File: src/design/uartPkg.sv
// ~~~~~~~~~~~~~~~~~~~~~~~~~~~~~~~~~~~~~~~~~~~~~~~~~~~~~~~~~~~~~~~~~~~~~~~~~~
// shared types, 8N1 frame timing, self-test patterns and controller states
// for the UART with built-in self-test
// ~~~~~~~~~~~~~~~~~~~~~~~~~~~~~~~~~~~~~~~~~~~~~~~~~~~~~~~~~~~~~~~~~~~~~~~~~~
`default_nettype none

package uartPkg;

	// one character on the line
	typedef logic [7:0] dataT;

	// clocks per bit period
	localparam integer ClksPerBit = 8;
	// offset from the start edge to the first sample point
	localparam integer HalfBit = ClksPerBit / 2;
	// start bit, eight data bits, stop bit
	localparam integer FrameBits = 10;

	// bit position within a frame
	typedef logic [3:0] bitCntT;
	// clock count within one bit period, wide enough for ClksPerBit
	typedef logic [$clog2(ClksPerBit + 1) - 1:0] clkCntT;

	// self-test byte list, sent in order through the internal loopback
	localparam integer NumPatterns = 4;
	localparam dataT BistPattern [NumPatterns] = '{8'hAA, 8'h55, 8'h00, 8'hFF};

	// index into the pattern list
	typedef logic [1:0] patIdxT;

	// controller states
	typedef enum logic [2:0] {
		Ready,
		Active,
		Send,
		Wait,
		Done
	} bistStateT;

endpackage

`default_nettype wire
File: src/design/uartBistTop.sv
// ~~~~~~~~~~~~~~~~~~~~~~~~~~~~~~~~~~~~~~~~~~~~~~~~~~~~~~~~~~~~~~~~~~~~~~~~~~
// UART top, self-test controller with transmitter and receiver
// ~~~~~~~~~~~~~~~~~~~~~~~~~~~~~~~~~~~~~~~~~~~~~~~~~~~~~~~~~~~~~~~~~~~~~~~~~~
`default_nettype none

module uartBistTop
(
	input  wire            Clk,
	input  wire            Rst,
	input  wire            TxStart,
	input  wire uartPkg::dataT TxData,
	output logic           TxBusy,
	output logic           TxSerial,
	input  wire            RxSerial,
	output uartPkg::dataT  RxData,
	output logic           RxValid,
	output logic           RxFrameError,
	input  wire            BistStart,
	output logic           BistBusy,
	output logic           BistDone,
	output logic           BistError
);

	import uartPkg::*;

	// controller to transmitter
	logic txGo;
	dataT txByte;
	// transmitter line, also the loopback source
	logic txLine;
	logic txBusyInt;
	// receiver source select
	logic loopMode;
	// receiver results, shared by the user side and the controller
	dataT rxByte;
	logic rxStrobe;

	bistCtrl ctrl
	(
		.Clk       (Clk),
		.Rst       (Rst),
		.BistStart (BistStart),
		.UserStart (TxStart),
		.UserData  (TxData),
		.TxBusy    (txBusyInt),
		.RxData    (rxByte),
		.RxValid   (rxStrobe),
		.TxGo      (txGo),
		.TxByte    (txByte),
		.LoopMode  (loopMode),
		.BistBusy  (BistBusy),
		.BistDone  (BistDone),
		.BistError (BistError)
	);

	uartTx tx
	(
		.Clk  (Clk),
		.Rst  (Rst),
		.Go   (txGo),
		.Data (txByte),
		.Line (txLine),
		.Busy (txBusyInt)
	);

	uartRx rx
	(
		.Clk        (Clk),
		.Rst        (Rst),
		.Serial     (RxSerial),
		.LoopLine   (txLine),
		.LoopMode   (loopMode),
		.Data       (rxByte),
		.Valid      (rxStrobe),
		.FrameError (RxFrameError)
	);

	// transmit line stays visible during a self-test too
	assign TxSerial = txLine;
	assign TxBusy   = txBusyInt;
	assign RxData   = rxByte;
	assign RxValid  = rxStrobe;

endmodule

`default_nettype wire

File: src/design/bistCtrl.sv
// ~~~~~~~~~~~~~~~~~~~~~~~~~~~~~~~~~~~~~~~~~~~~~~~~~~~~~~~~~~~~~~~~~~~~~~~~~~
// self-test controller, transmit source mux, pattern sequencing and the
// latched loopback compare
// ~~~~~~~~~~~~~~~~~~~~~~~~~~~~~~~~~~~~~~~~~~~~~~~~~~~~~~~~~~~~~~~~~~~~~~~~~~
`default_nettype none

module bistCtrl
(
	input  wire            Clk,
	input  wire            Rst,
	input  wire            BistStart,
	input  wire            UserStart,
	input  wire uartPkg::dataT UserData,
	input  wire            TxBusy,
	input  wire uartPkg::dataT RxData,
	input  wire            RxValid,
	output logic           TxGo,
	output uartPkg::dataT  TxByte,
	output logic           LoopMode,
	output logic           BistBusy,
	output logic           BistDone,
	output logic           BistError
);

	import uartPkg::*;

	bistStateT state;
	bistStateT nextState;

	// pattern in flight
	patIdxT patIdx;
	// sticky mismatch flag for the current run
	logic errQ;

	// self-test request, only taken with the transmitter idle
	logic bistAccept;
	// loopback byte back while waiting
	logic rxHit;
	logic lastPat;

	assign bistAccept = (state == Ready) && BistStart && !TxBusy;
	assign rxHit      = (state == Wait) && RxValid;
	assign lastPat    = (patIdx == patIdxT'(NumPatterns - 1));

	// state register
	always_ff @(posedge Clk or posedge Rst)
	begin
		if (Rst)
			state <= Ready;
		else
			state <= nextState;
	end

	// next state
	always_comb
	begin
		nextState = state;
		unique case (state)
			Ready:
				if (bistAccept)
					nextState = Active;
			Active:
				// one setup cycle while the receiver switches over
				nextState = Send;
			Send:
				// hold until the previous frame has left the line
				if (!TxBusy)
					nextState = Wait;
			Wait:
				if (RxValid)
					nextState = lastPat ? Done : Send;
			Done:
				nextState = Ready;
			default:
				nextState = Ready;
		endcase
	end

	// pattern index and error flag
	always_ff @(posedge Clk or posedge Rst)
	begin
		if (Rst)
		begin
			patIdx <= '0;
			errQ   <= 1'b0;
		end
		else if (bistAccept)
		begin
			// fresh run
			patIdx <= '0;
			errQ   <= 1'b0;
		end
		else if (rxHit)
		begin
			// any miss sticks until the next accepted start
			errQ <= errQ | (RxData != BistPattern[patIdx]);
			if (!lastPat)
				patIdx <= patIdx + patIdxT'(1);
		end
	end

	// user data passes through in Ready, patterns otherwise
	assign TxByte = (state == Ready) ? UserData : BistPattern[patIdx];

	// one transmit strobe per pattern, user strobe only when the test is not starting
	always_comb
	begin
		TxGo = 1'b0;
		if (state == Ready)
			TxGo = UserStart && !BistStart && !TxBusy;
		else if (state == Send)
			TxGo = !TxBusy;
	end

	// state decoded outputs
	assign LoopMode  = (state == Active) || (state == Send) || (state == Wait);
	assign BistBusy  = LoopMode;
	assign BistDone  = (state == Done);
	assign BistError = errQ;

endmodule

`default_nettype wire

File: src/design/uartRx.sv
// ~~~~~~~~~~~~~~~~~~~~~~~~~~~~~~~~~~~~~~~~~~~~~~~~~~~~~~~~~~~~~~~~~~~~~~~~~~
// 8N1 receiver with loopback source select, two-flop synchronizer,
// start edge detect, glitch reject and mid-bit sampling
// ~~~~~~~~~~~~~~~~~~~~~~~~~~~~~~~~~~~~~~~~~~~~~~~~~~~~~~~~~~~~~~~~~~~~~~~~~~
`default_nettype none

module uartRx
(
	input  wire            Clk,
	input  wire            Rst,
	input  wire            Serial,
	input  wire            LoopLine,
	input  wire            LoopMode,
	output uartPkg::dataT  Data,
	output logic           Valid,
	output logic           FrameError
);

	import uartPkg::*;

	// selected line, asynchronous to Clk in normal mode
	logic srcLine;
	// sync[1] is the usable line, sync[2] its previous value
	logic [2:0] sync;
	logic rxBit;
	logic startEdge;

	// frame in progress
	logic active;
	// clocks since the last sample point
	clkCntT clkCnt;
	// 0 is the start check, 1..8 data, 9 stop
	bitCntT bitCnt;
	// sample this cycle
	logic sampleNow;
	// data bits collected so far, lsb arrives first
	dataT shiftReg;

	assign srcLine = LoopMode ? LoopLine : Serial;

	// idle high so reset does not look like a start edge
	always_ff @(posedge Clk or posedge Rst)
	begin
		if (Rst)
			sync <= '1;
		else
			sync <= {sync[1:0], srcLine};
	end

	assign rxBit = sync[1];
	// high to low on the synchronized line
	assign startEdge = sync[2] && !sync[1];

	// first sample is half a bit in, the rest a full bit apart
	assign sampleNow = (bitCnt == '0) ? (clkCnt == clkCntT'(HalfBit - 1))
		: (clkCnt == clkCntT'(ClksPerBit - 1));

	// frame sequencing and the output strobes
	always_ff @(posedge Clk or posedge Rst)
	begin
		if (Rst)
		begin
			active     <= 1'b0;
			clkCnt     <= '0;
			bitCnt     <= '0;
			Valid      <= 1'b0;
			FrameError <= 1'b0;
		end
		else
		begin
			// strobes last one cycle
			Valid      <= 1'b0;
			FrameError <= 1'b0;
			if (!active)
			begin
				if (startEdge)
				begin
					active <= 1'b1;
					clkCnt <= '0;
					bitCnt <= '0;
				end
			end
			else if (sampleNow)
			begin
				clkCnt <= '0;
				if (bitCnt == '0)
				begin
					// start bit gone high again, treat as a glitch
					if (rxBit)
						active <= 1'b0;
					else
						bitCnt <= bitCntT'(1);
				end
				else if (bitCnt == bitCntT'(FrameBits - 1))
				begin
					// stop bit sampled, report next cycle
					active     <= 1'b0;
					Valid      <= 1'b1;
					FrameError <= !rxBit;
				end
				else
				begin
					bitCnt <= bitCnt + bitCntT'(1);
				end
			end
			else
			begin
				clkCnt <= clkCnt + clkCntT'(1);
			end
		end
	end

	// data bits shift in, the byte is held from the stop bit sample on
	always_ff @(posedge Clk)
	begin
		if (active && sampleNow)
		begin
			if (bitCnt == bitCntT'(FrameBits - 1))
				Data <= shiftReg;
			else if (bitCnt != '0)
				shiftReg <= {rxBit, shiftReg[7:1]};
		end
	end

endmodule

`default_nettype wire

File: src/design/uartTx.sv
// ~~~~~~~~~~~~~~~~~~~~~~~~~~~~~~~~~~~~~~~~~~~~~~~~~~~~~~~~~~~~~~~~~~~~~~~~~~
// 8N1 serializer, one frame per accepted start strobe
// ~~~~~~~~~~~~~~~~~~~~~~~~~~~~~~~~~~~~~~~~~~~~~~~~~~~~~~~~~~~~~~~~~~~~~~~~~~
`default_nettype none

module uartTx
(
	input  wire            Clk,
	input  wire            Rst,
	input  wire            Go,
	input  wire uartPkg::dataT Data,
	output logic           Line,
	output logic           Busy
);

	import uartPkg::*;

	// remaining frame, bit 0 is the bit on the line
	logic [FrameBits-1:0] frame;
	// clocks spent in the current bit
	clkCntT clkCnt;
	// index of the bit on the line, 0 is the start bit
	bitCntT bitCnt;

	logic bitEnd;
	logic lastBit;
	logic load;

	// a strobe only counts while idle
	assign load = Go && !Busy;

	// last clock of a bit period
	assign bitEnd = (clkCnt == clkCntT'(ClksPerBit - 1));

	// the stop bit is on the line
	assign lastBit = (bitCnt == bitCntT'(FrameBits - 1));

	// control path
	always_ff @(posedge Clk or posedge Rst)
	begin
		if (Rst)
		begin
			Busy   <= 1'b0;
			clkCnt <= '0;
			bitCnt <= '0;
		end
		else if (load)
		begin
			// start bit goes out on this same edge
			Busy   <= 1'b1;
			clkCnt <= '0;
			bitCnt <= '0;
		end
		else if (Busy)
		begin
			if (bitEnd)
			begin
				clkCnt <= '0;
				if (lastBit)
				begin
					// stop bit done, frame complete
					Busy <= 1'b0;
				end
				else
				begin
					bitCnt <= bitCnt + bitCntT'(1);
				end
			end
			else
			begin
				clkCnt <= clkCnt + clkCntT'(1);
			end
		end
	end

	// frame shifter, loaded on an accepted start and stepped at each bit end
	always_ff @(posedge Clk)
	begin
		if (load)
		begin
			// stop, data lsb first, start
			frame <= {1'b1, Data, 1'b0};
		end
		else if (Busy && bitEnd)
		begin
			// shift in ones so the tail stays at mark level
			frame <= {1'b1, frame[FrameBits-1:1]};
		end
	end

	// mark level whenever no frame is running
	assign Line = Busy ? frame[0] : 1'b1;

endmodule

`default_nettype wire

File: config.mk
export PLATFORM = sky130hd
export DESIGN_NAME = uartBistTop
export DESIGN_NICKNAME = d
export VERILOG_FILES = /design/src/design/uartPkg.sv /design/src/design/uartBistTop.sv /design/src/design/bistCtrl.sv /design/src/design/uartRx.sv /design/src/design/uartTx.sv
export SDC_FILE = /design/constraint.sdc
export NUM_CORES = 1
export LEC_CHECK = 0
export BUFFER_PORTS_ARGS = -buffer_cell sky130_fd_sc_hd__buf_2
export CELL_PAD_IN_SITES_DETAIL_PLACEMENT = 1
export CELL_PAD_IN_SITES_GLOBAL_PLACEMENT = 1
export CORE_UTILIZATION = 46
export DETAILED_ROUTE_END_ITERATION = 12
export PLACE_DENSITY = 0.87
export SYNTH_ARGS = -nofsm -noshare
export SYNTH_HDL_FRONTEND = slang
export SYNTH_SLANG_ARGS = --single-unit
export TNS_END_PERCENT = 100
File: constraint.sdc
create_clock -name Clk -period 2.1 [get_ports Clk]
set_input_delay 0.315 -clock Clk [delete_from_list [all_inputs] [get_ports Clk]]
set_output_delay 0.315 -clock Clk [all_outputs]
set_load 0.1 [all_outputs]
Yosys cells after proc, flatten, opt, wreduce, memory -nomap -nowiden
Index checks and enable logic that the tools add are counted.

word-level totals
  output and inout bits = 15
  input port bits = 13
  flip-flop bits (word level) = 54
  word-level logic and storage cells = 126

cells by class
  bitwise logic cells = 3
  order comparisons = 1
  equal/unequal tests = 19
  add/subtract/negate cells = 5
  multiplexer cells = 54
  reduce and logical (&&, ||, !) cells = 28

operators with widths
  kind                                                                   number
  4-bit 2-to-1 mux                                                       15
  1-bit 2-to-1 mux                                                       25
  8-bit 2-to-1 mux                                                       3
  9-bit 2-to-1 mux                                                       2
  4-bit by 1-bit adder with 4-bit output, second input constant          4
  8-bit binary-select mux with 2-bit select                              1
  3-bit 2-to-1 mux                                                       4
  3-bit one-hot mux with 4 select lines                                  1
  2-bit nonzero test                                                     5
  1-bit logical AND                                                      9
  3-bit AND reduction                                                    3
  4-bit by 3-bit equality test with 1-bit output, second input constant  2
  4-bit equality test, second input constant                             2
  8-bit != test                                                          1
  3-bit by 2-bit equality test with 1-bit output, second input constant  2
  2-bit 2-to-1 mux                                                       3
  2-bit by 1-bit != test with 1-bit output, second input constant        3
  2-bit != test, second input constant                                   3
  3-bit != test, second input constant                                   2
  4-bit by 2-bit equality test with 1-bit output, second input constant  1
  4-bit zero test                                                        1
  2-bit AND reduction                                                    2
  4-bit AND reduction                                                    1
  4-bit nonzero test                                                     1
  11 further kinds                                                       14

Longest topological paths before layout
  depth after elaboration = 8
  gate-level depth with buffers = 6
  gate-level depth less buffers = 6

Hierarchy
Synthesis repeated with hierarchy kept, for this count alone.

unflattened totals
  cells, all modules = 220
  area total of the unflattened synthesis = 2612.5 um^2

by module, submodules not included
  module    times used  cells an instance  area each (um^2)  seq. area each (um^2)
  uartRx    1           92                 1271.2            834.6
  uartTx    1           73                 863.3             485.5
  bistCtrl  1           55                 478.0             150.1

Worst setup path before layout
No wires, ideal clock.

  path type = register to register
  from = register tx.Busy
  to = register rx.sync[0]
  library setup time = 0.085 ns
  slack = -0.318 ns
  clock period less this slack = 2.418 ns
  arrival time = 2.333 ns
  stages on the path, launching flop included = 3
  data required time = 2.015 ns
  path buffers = 0
  cell sequence = dfrtp_1 -> nand2b_1 -> mux2_2

on the way
  longest elaborated chain between the ends = 2

ends and longest elaborated chain
  item                      RTL line           source
  start: declaration        uartTx.sv:13       output logic Busy
  start signal: assignment  uartTx.sv:43       Busy <= 1'b0;
  start signal: assignment  uartTx.sv:50       Busy <= 1'b1;
  start signal: assignment  uartTx.sv:62       Busy <= 1'b0;
  1-bit 2-to-1 mux          uartTx.sv:92       assign Line = Busy ? frame[0] : 1'b1;
  via TxSerial              uartBistTop.sv:13  output logic TxSerial,
  1-bit 2-to-1 mux          uartRx.sv:39       assign srcLine = LoopMode ? LoopLine : Serial;
  via rx.srcLine            uartRx.sv:22       logic srcLine;
  end signal: assignment    uartRx.sv:47       sync <= {sync[1:0], srcLine};
  end: declaration          uartRx.sv:24       logic [2:0] sync;

The timed path passes the listed nets, and every way through them passes these cells.
A chain may end at the register's enable or synchronous reset.

Worst setup path in the final report
  from = register rx.bitCnt[0]
  to = register rx.bitCnt[0]

on the way
  longest elaborated chain between the ends = 5
  elaborated cells on any way between the ends = 12
  classes of those cells = add/sub (1); eq/ne (4); mux (5); reduce/logical (2)

ends and longest elaborated chain
  item                                    RTL line       source
  start: declaration                      uartRx.sv:33   bitCntT bitCnt;
  start signal: assignment                uartRx.sv:92   bitCnt <= bitCntT'(1);
  start signal: assignment                uartRx.sv:103  bitCnt <= bitCnt + bitCntT'(1);
  4-bit by 1-bit adder with 4-bit output  uartRx.sv:103
  4-bit 2-to-1 mux                        uartRx.sv:94   else if (bitCnt == bitCntT'(FrameBits - 1))
  4-bit 2-to-1 mux                        uartRx.sv:86   if (bitCnt == '0)
  4-bit 2-to-1 mux                        uartRx.sv:83   else if (sampleNow)
  4-bit 2-to-1 mux                        uartRx.sv:74   if (!active)

Parallel ways exist; a longest one is shown, timed or not. The select of a mux whose other input is x is not followed.

==> impl_metrics.csv <==
group,metric,value,unit
clock_network,clockRootBuffer,"clkbuf_8",
clock_network,clk_latency,310,ps
placement,hpwl,4110,um
routing,wl_per_cell,17.0,um
routing,wl_met1,2400,um
logic_synthesis,synth_area_leaders,"edfxtp_1, dfrtp_1, ha_1, nand2_1, o21ai_0",
logic_synthesis,async_flop_share,53.7,%
setup_path,critical_path.max_fanout,6,
timing,fin_worst_skew,6.51,ps
clock_network,cts_tree,"yes",
logic_synthesis,muxShareOfSynthArea,1.68,%
power,ir_worst_vdd,0.339,mV
routing,vias,1803,
die,die_area,5650,sq um
power,p_leak,1.20,nW
timing,hold_violations,0,
hold_path,min_path_type,"in -> async",
outcome,status,"finished clean",
finish,syn_to_final_growth,15.0,%
die,core-area,5140,sq um
logic_synthesis,synth_top_area_share,29.3,%
grt,track_usage,21.8,%
logic_synthesis,yosysWarnings,0,
logic_synthesis,synth-main-ff-cell,"dfrtp_1",
logic_synthesis,synth-compound-area-share,10.6,%
clock_network,htreeDepth,2,
die,start_util,47.9,%
grt,grt_pass1_vias,1853,
grt,antenna_found_initial,0,
die,num_io_pins,28,
logic_synthesis,synth.yosys.seq_area_share,59.7,%
logic_synthesis,synthAdderAreaFrac,4.06,%
routing,route.met2.wl,2890,um
setup_path,crit_chain,"inv_1, ha_1, or3b_4, nor4b_4, nor3_1, a22o_2",
timing,setup_viol,0,
timing,setup_tns,0,ps
routing,highest_layer,"met4",
logic_synthesis,yosys.area.top_type,"edfxtp_1",
timing,drv_slew,0,
clock_network,postCtsHoldBufs,0,
logic_synthesis,syn_area_per_cell,11.2,sq um
timing,max_freq,0.528,GHz
clock_network,cts_setup_buffers,0,
setup_path,crit_path_start_kind,"register",
power,power,1.82,mW
clock_network,postCtsResizedCells,0,
timing,rsz0062_at_grt,"false",
finish,num_antenna_cells,0,
finish,drive_gt1_share,22.3,%
setup_path,arrival,2150,ps
placement,place_area,2720,sq um
logic_synthesis,syn_area,2460,sq um
routing,drc_errors,0,
routing,first_pass_iters,4,
routing,drt-initial-drc-count,91,
logic_synthesis,synth.distinct_cells,46,
grt,grt_max_degree,30,
routing,avgViaCountPerCell,5.53,
clock_network,clk_path_buf_depth,2,
timing,fin_crit_sh,90.1,%
routing,postRouteAntennaNets,0,
logic_synthesis,syn_inst,220,
logic_synthesis,synth_top_family_by_area,"simple AND/OR/NAND/NOR gates",
finish,post-route-cell-area,2830,sq um
logic_synthesis,synthSimpleGateAreaFrac,20.6,%
setup_path,crit_buf_inv,1,
power,p_per_area,642,nW/um^2
timing,period_minus_slack,1890,ps
setup_path,critPathTopFamily,"simple AND/OR/NAND/NOR gates",
logic_synthesis,syn_nets,241,
setup_path,critPathSlowestCell,"dfrtp_1",
grt,grt_first_pass_wirelength,8970,um
die,row_count,26,
finish,final_nets,276,
job,max_cap_violations,0,
setup_path,reg2reg_from,"rx.bitCnt[0]",
die,dieHeight,75.2,um
logic_synthesis,ys_seq_elements,54,
grt,overflow,0,
clock_network,numCtsBuffers,5,
setup_path,end_kind,"register",
logic_synthesis,synthXorXnorAreaFrac,1.07,%
routing,finalWirelength,5530,um
timing,tightest_slew,541,ps
setup_path,critPathRequiredTime,2350,ps
die,die-width,75.2,um
clock_network,clk_pin_slew_worst_paths,100,ps
clock_network,clock-sinks,54,
timing,relSlewSlack,63.7,%
placement,place_congestion,0.804,
placement,numPortBuffers,27,
setup_path,max_stage_delay,450,ps
logic_synthesis,synth_edf_count,24,
setup_path,critPathLaunch,"rx.bitCnt[0]",
routing,wl_met3,186,um
setup_path,critPathKind,"reg -> reg",
## layer usage
metal  GRT usage [%]  vias to the layer above
li1                -                      853
met1            26.9                      909
met2            38.4                       35
met3            4.55                        6
met4            7.00                        0
met5               0                        -
## cell usage in the layout (no fill, tap or decap), drive strengths merged, types with 4 or more instances in the layout
cell / synthesis / routed
o21ai: 17 / 17
inv: 9 / 9
nor2b: 4 / 4
and2: 4 / 4
nor2: 20 / 20
buf: 1 / 34
edfxtp: 24 / 24
nand2b: 4 / 4
nand2: 24 / 24
nor3: 9 / 9
clkbuf: 5 / 5
ha: 8 / 8
nand3: 8 / 8
a21oi: 13 / 13
dfrtp: 26 / 26
## tightest hold or removal path, cell delays in order
cell and delay, ps:
buf_2 90, inv_1 40, buf_4 350
## cells in the mapped netlist, types with 2 or more instances
cell       n
dfrtp_1   26
clkbuf_1   5
dfstp_2    3
edfxtp_1  24
nand2_1   24
and3b_1    2
inv_1      9
nand4_1    2
o21a_1     2
nand3b_1   3
o21ai_0   17
nor2b_1    4
xnor2_1    2
o31ai_1    2
nand3_1    8
nor3_1     9
a31oi_1    2
mux2i_1    3
a21oi_1   13
nand2b_1   4
nor2_1    20
ha_1       8
nor4b_2    2
and2_1     4
## registers in the layout, indices dropped and copies added (netlist names)
| name | count |
|---|---|
| ctrl.patIdx | 2 |
| rx.bitCnt | 4 |
| ctrl.state | 3 |
| ctrl.BistError | 1 |
| rx.sync | 3 |
| tx.Busy | 1 |
| tx.bitCnt | 4 |
| rx.shiftReg | 8 |
| tx.frame | 9 |
| rx.Valid | 1 |
| tx.clkCnt | 4 |
| rx.active | 1 |
| rx.Data | 8 |
| rx.clkCnt | 4 |
| rx.FrameError | 1 |
## power by group
| group | leakage, nW | internal, mW | switching, mW |
|---|---|---|---|
| clock | 0.0504 | 0.355 | 0.345 |
| sequential | 0.547 | 1.10 | 0 |
| combinational | 0.602 | 0.00984 | 0.0160 |
## path summary, 6_finish.rpt
kind / end / slack, ps / cells past startpoint
hold reg to reg: rx.sync[1] / 370 / 0
max in group asynchronous: rx.sync[2] / 1720 / 3
hold / removal: tx.clkCnt[2] / 60 / 3
setup reg to reg: rx.bitCnt[0] / 210 / 6
setup / recovery: rx.bitCnt[0] / 210 / 6
min in group Clk: rx.sync[0] / 240 / 2
## through the flow
step	worst slack [ps]	hold WS, ps	util, %	cells
6_report	207	60.0	55.1	326
5_1_grt	53.0	101	55.1	326
4_1_cts	178	73.0	55.1	326
3_5_place_dp	202	355	52.9	318
3_3_place_gp	311	347	52.9	318
2_1_floorplan	32.2	345	-	220
## cell families (layout without fill, tap and decap cells)
family | count (synthesis) | count (layout)
XOR/XNOR | 3 | 3
flip-flops | 54 | 54
adder cells (fa/ha/maj) | 8 | 8
buffers and inverters | 15 | 51
multiplexers | 4 | 4
AND/OR/NAND/NOR | 92 | 92
AO/OA/AOI/OAI | 44 | 44
## final cells by class
cell class                 instances  area (sq um)
multi-input combinational        151           941
timing repair buffer              34           188
fill                             587          2310
clock inverter                     3          45.0
tap                               70          87.6
clock buffer                       5          68.8
inverter                           9          33.8
sequential                        54          1470
(Power assumes the default switching activity.)
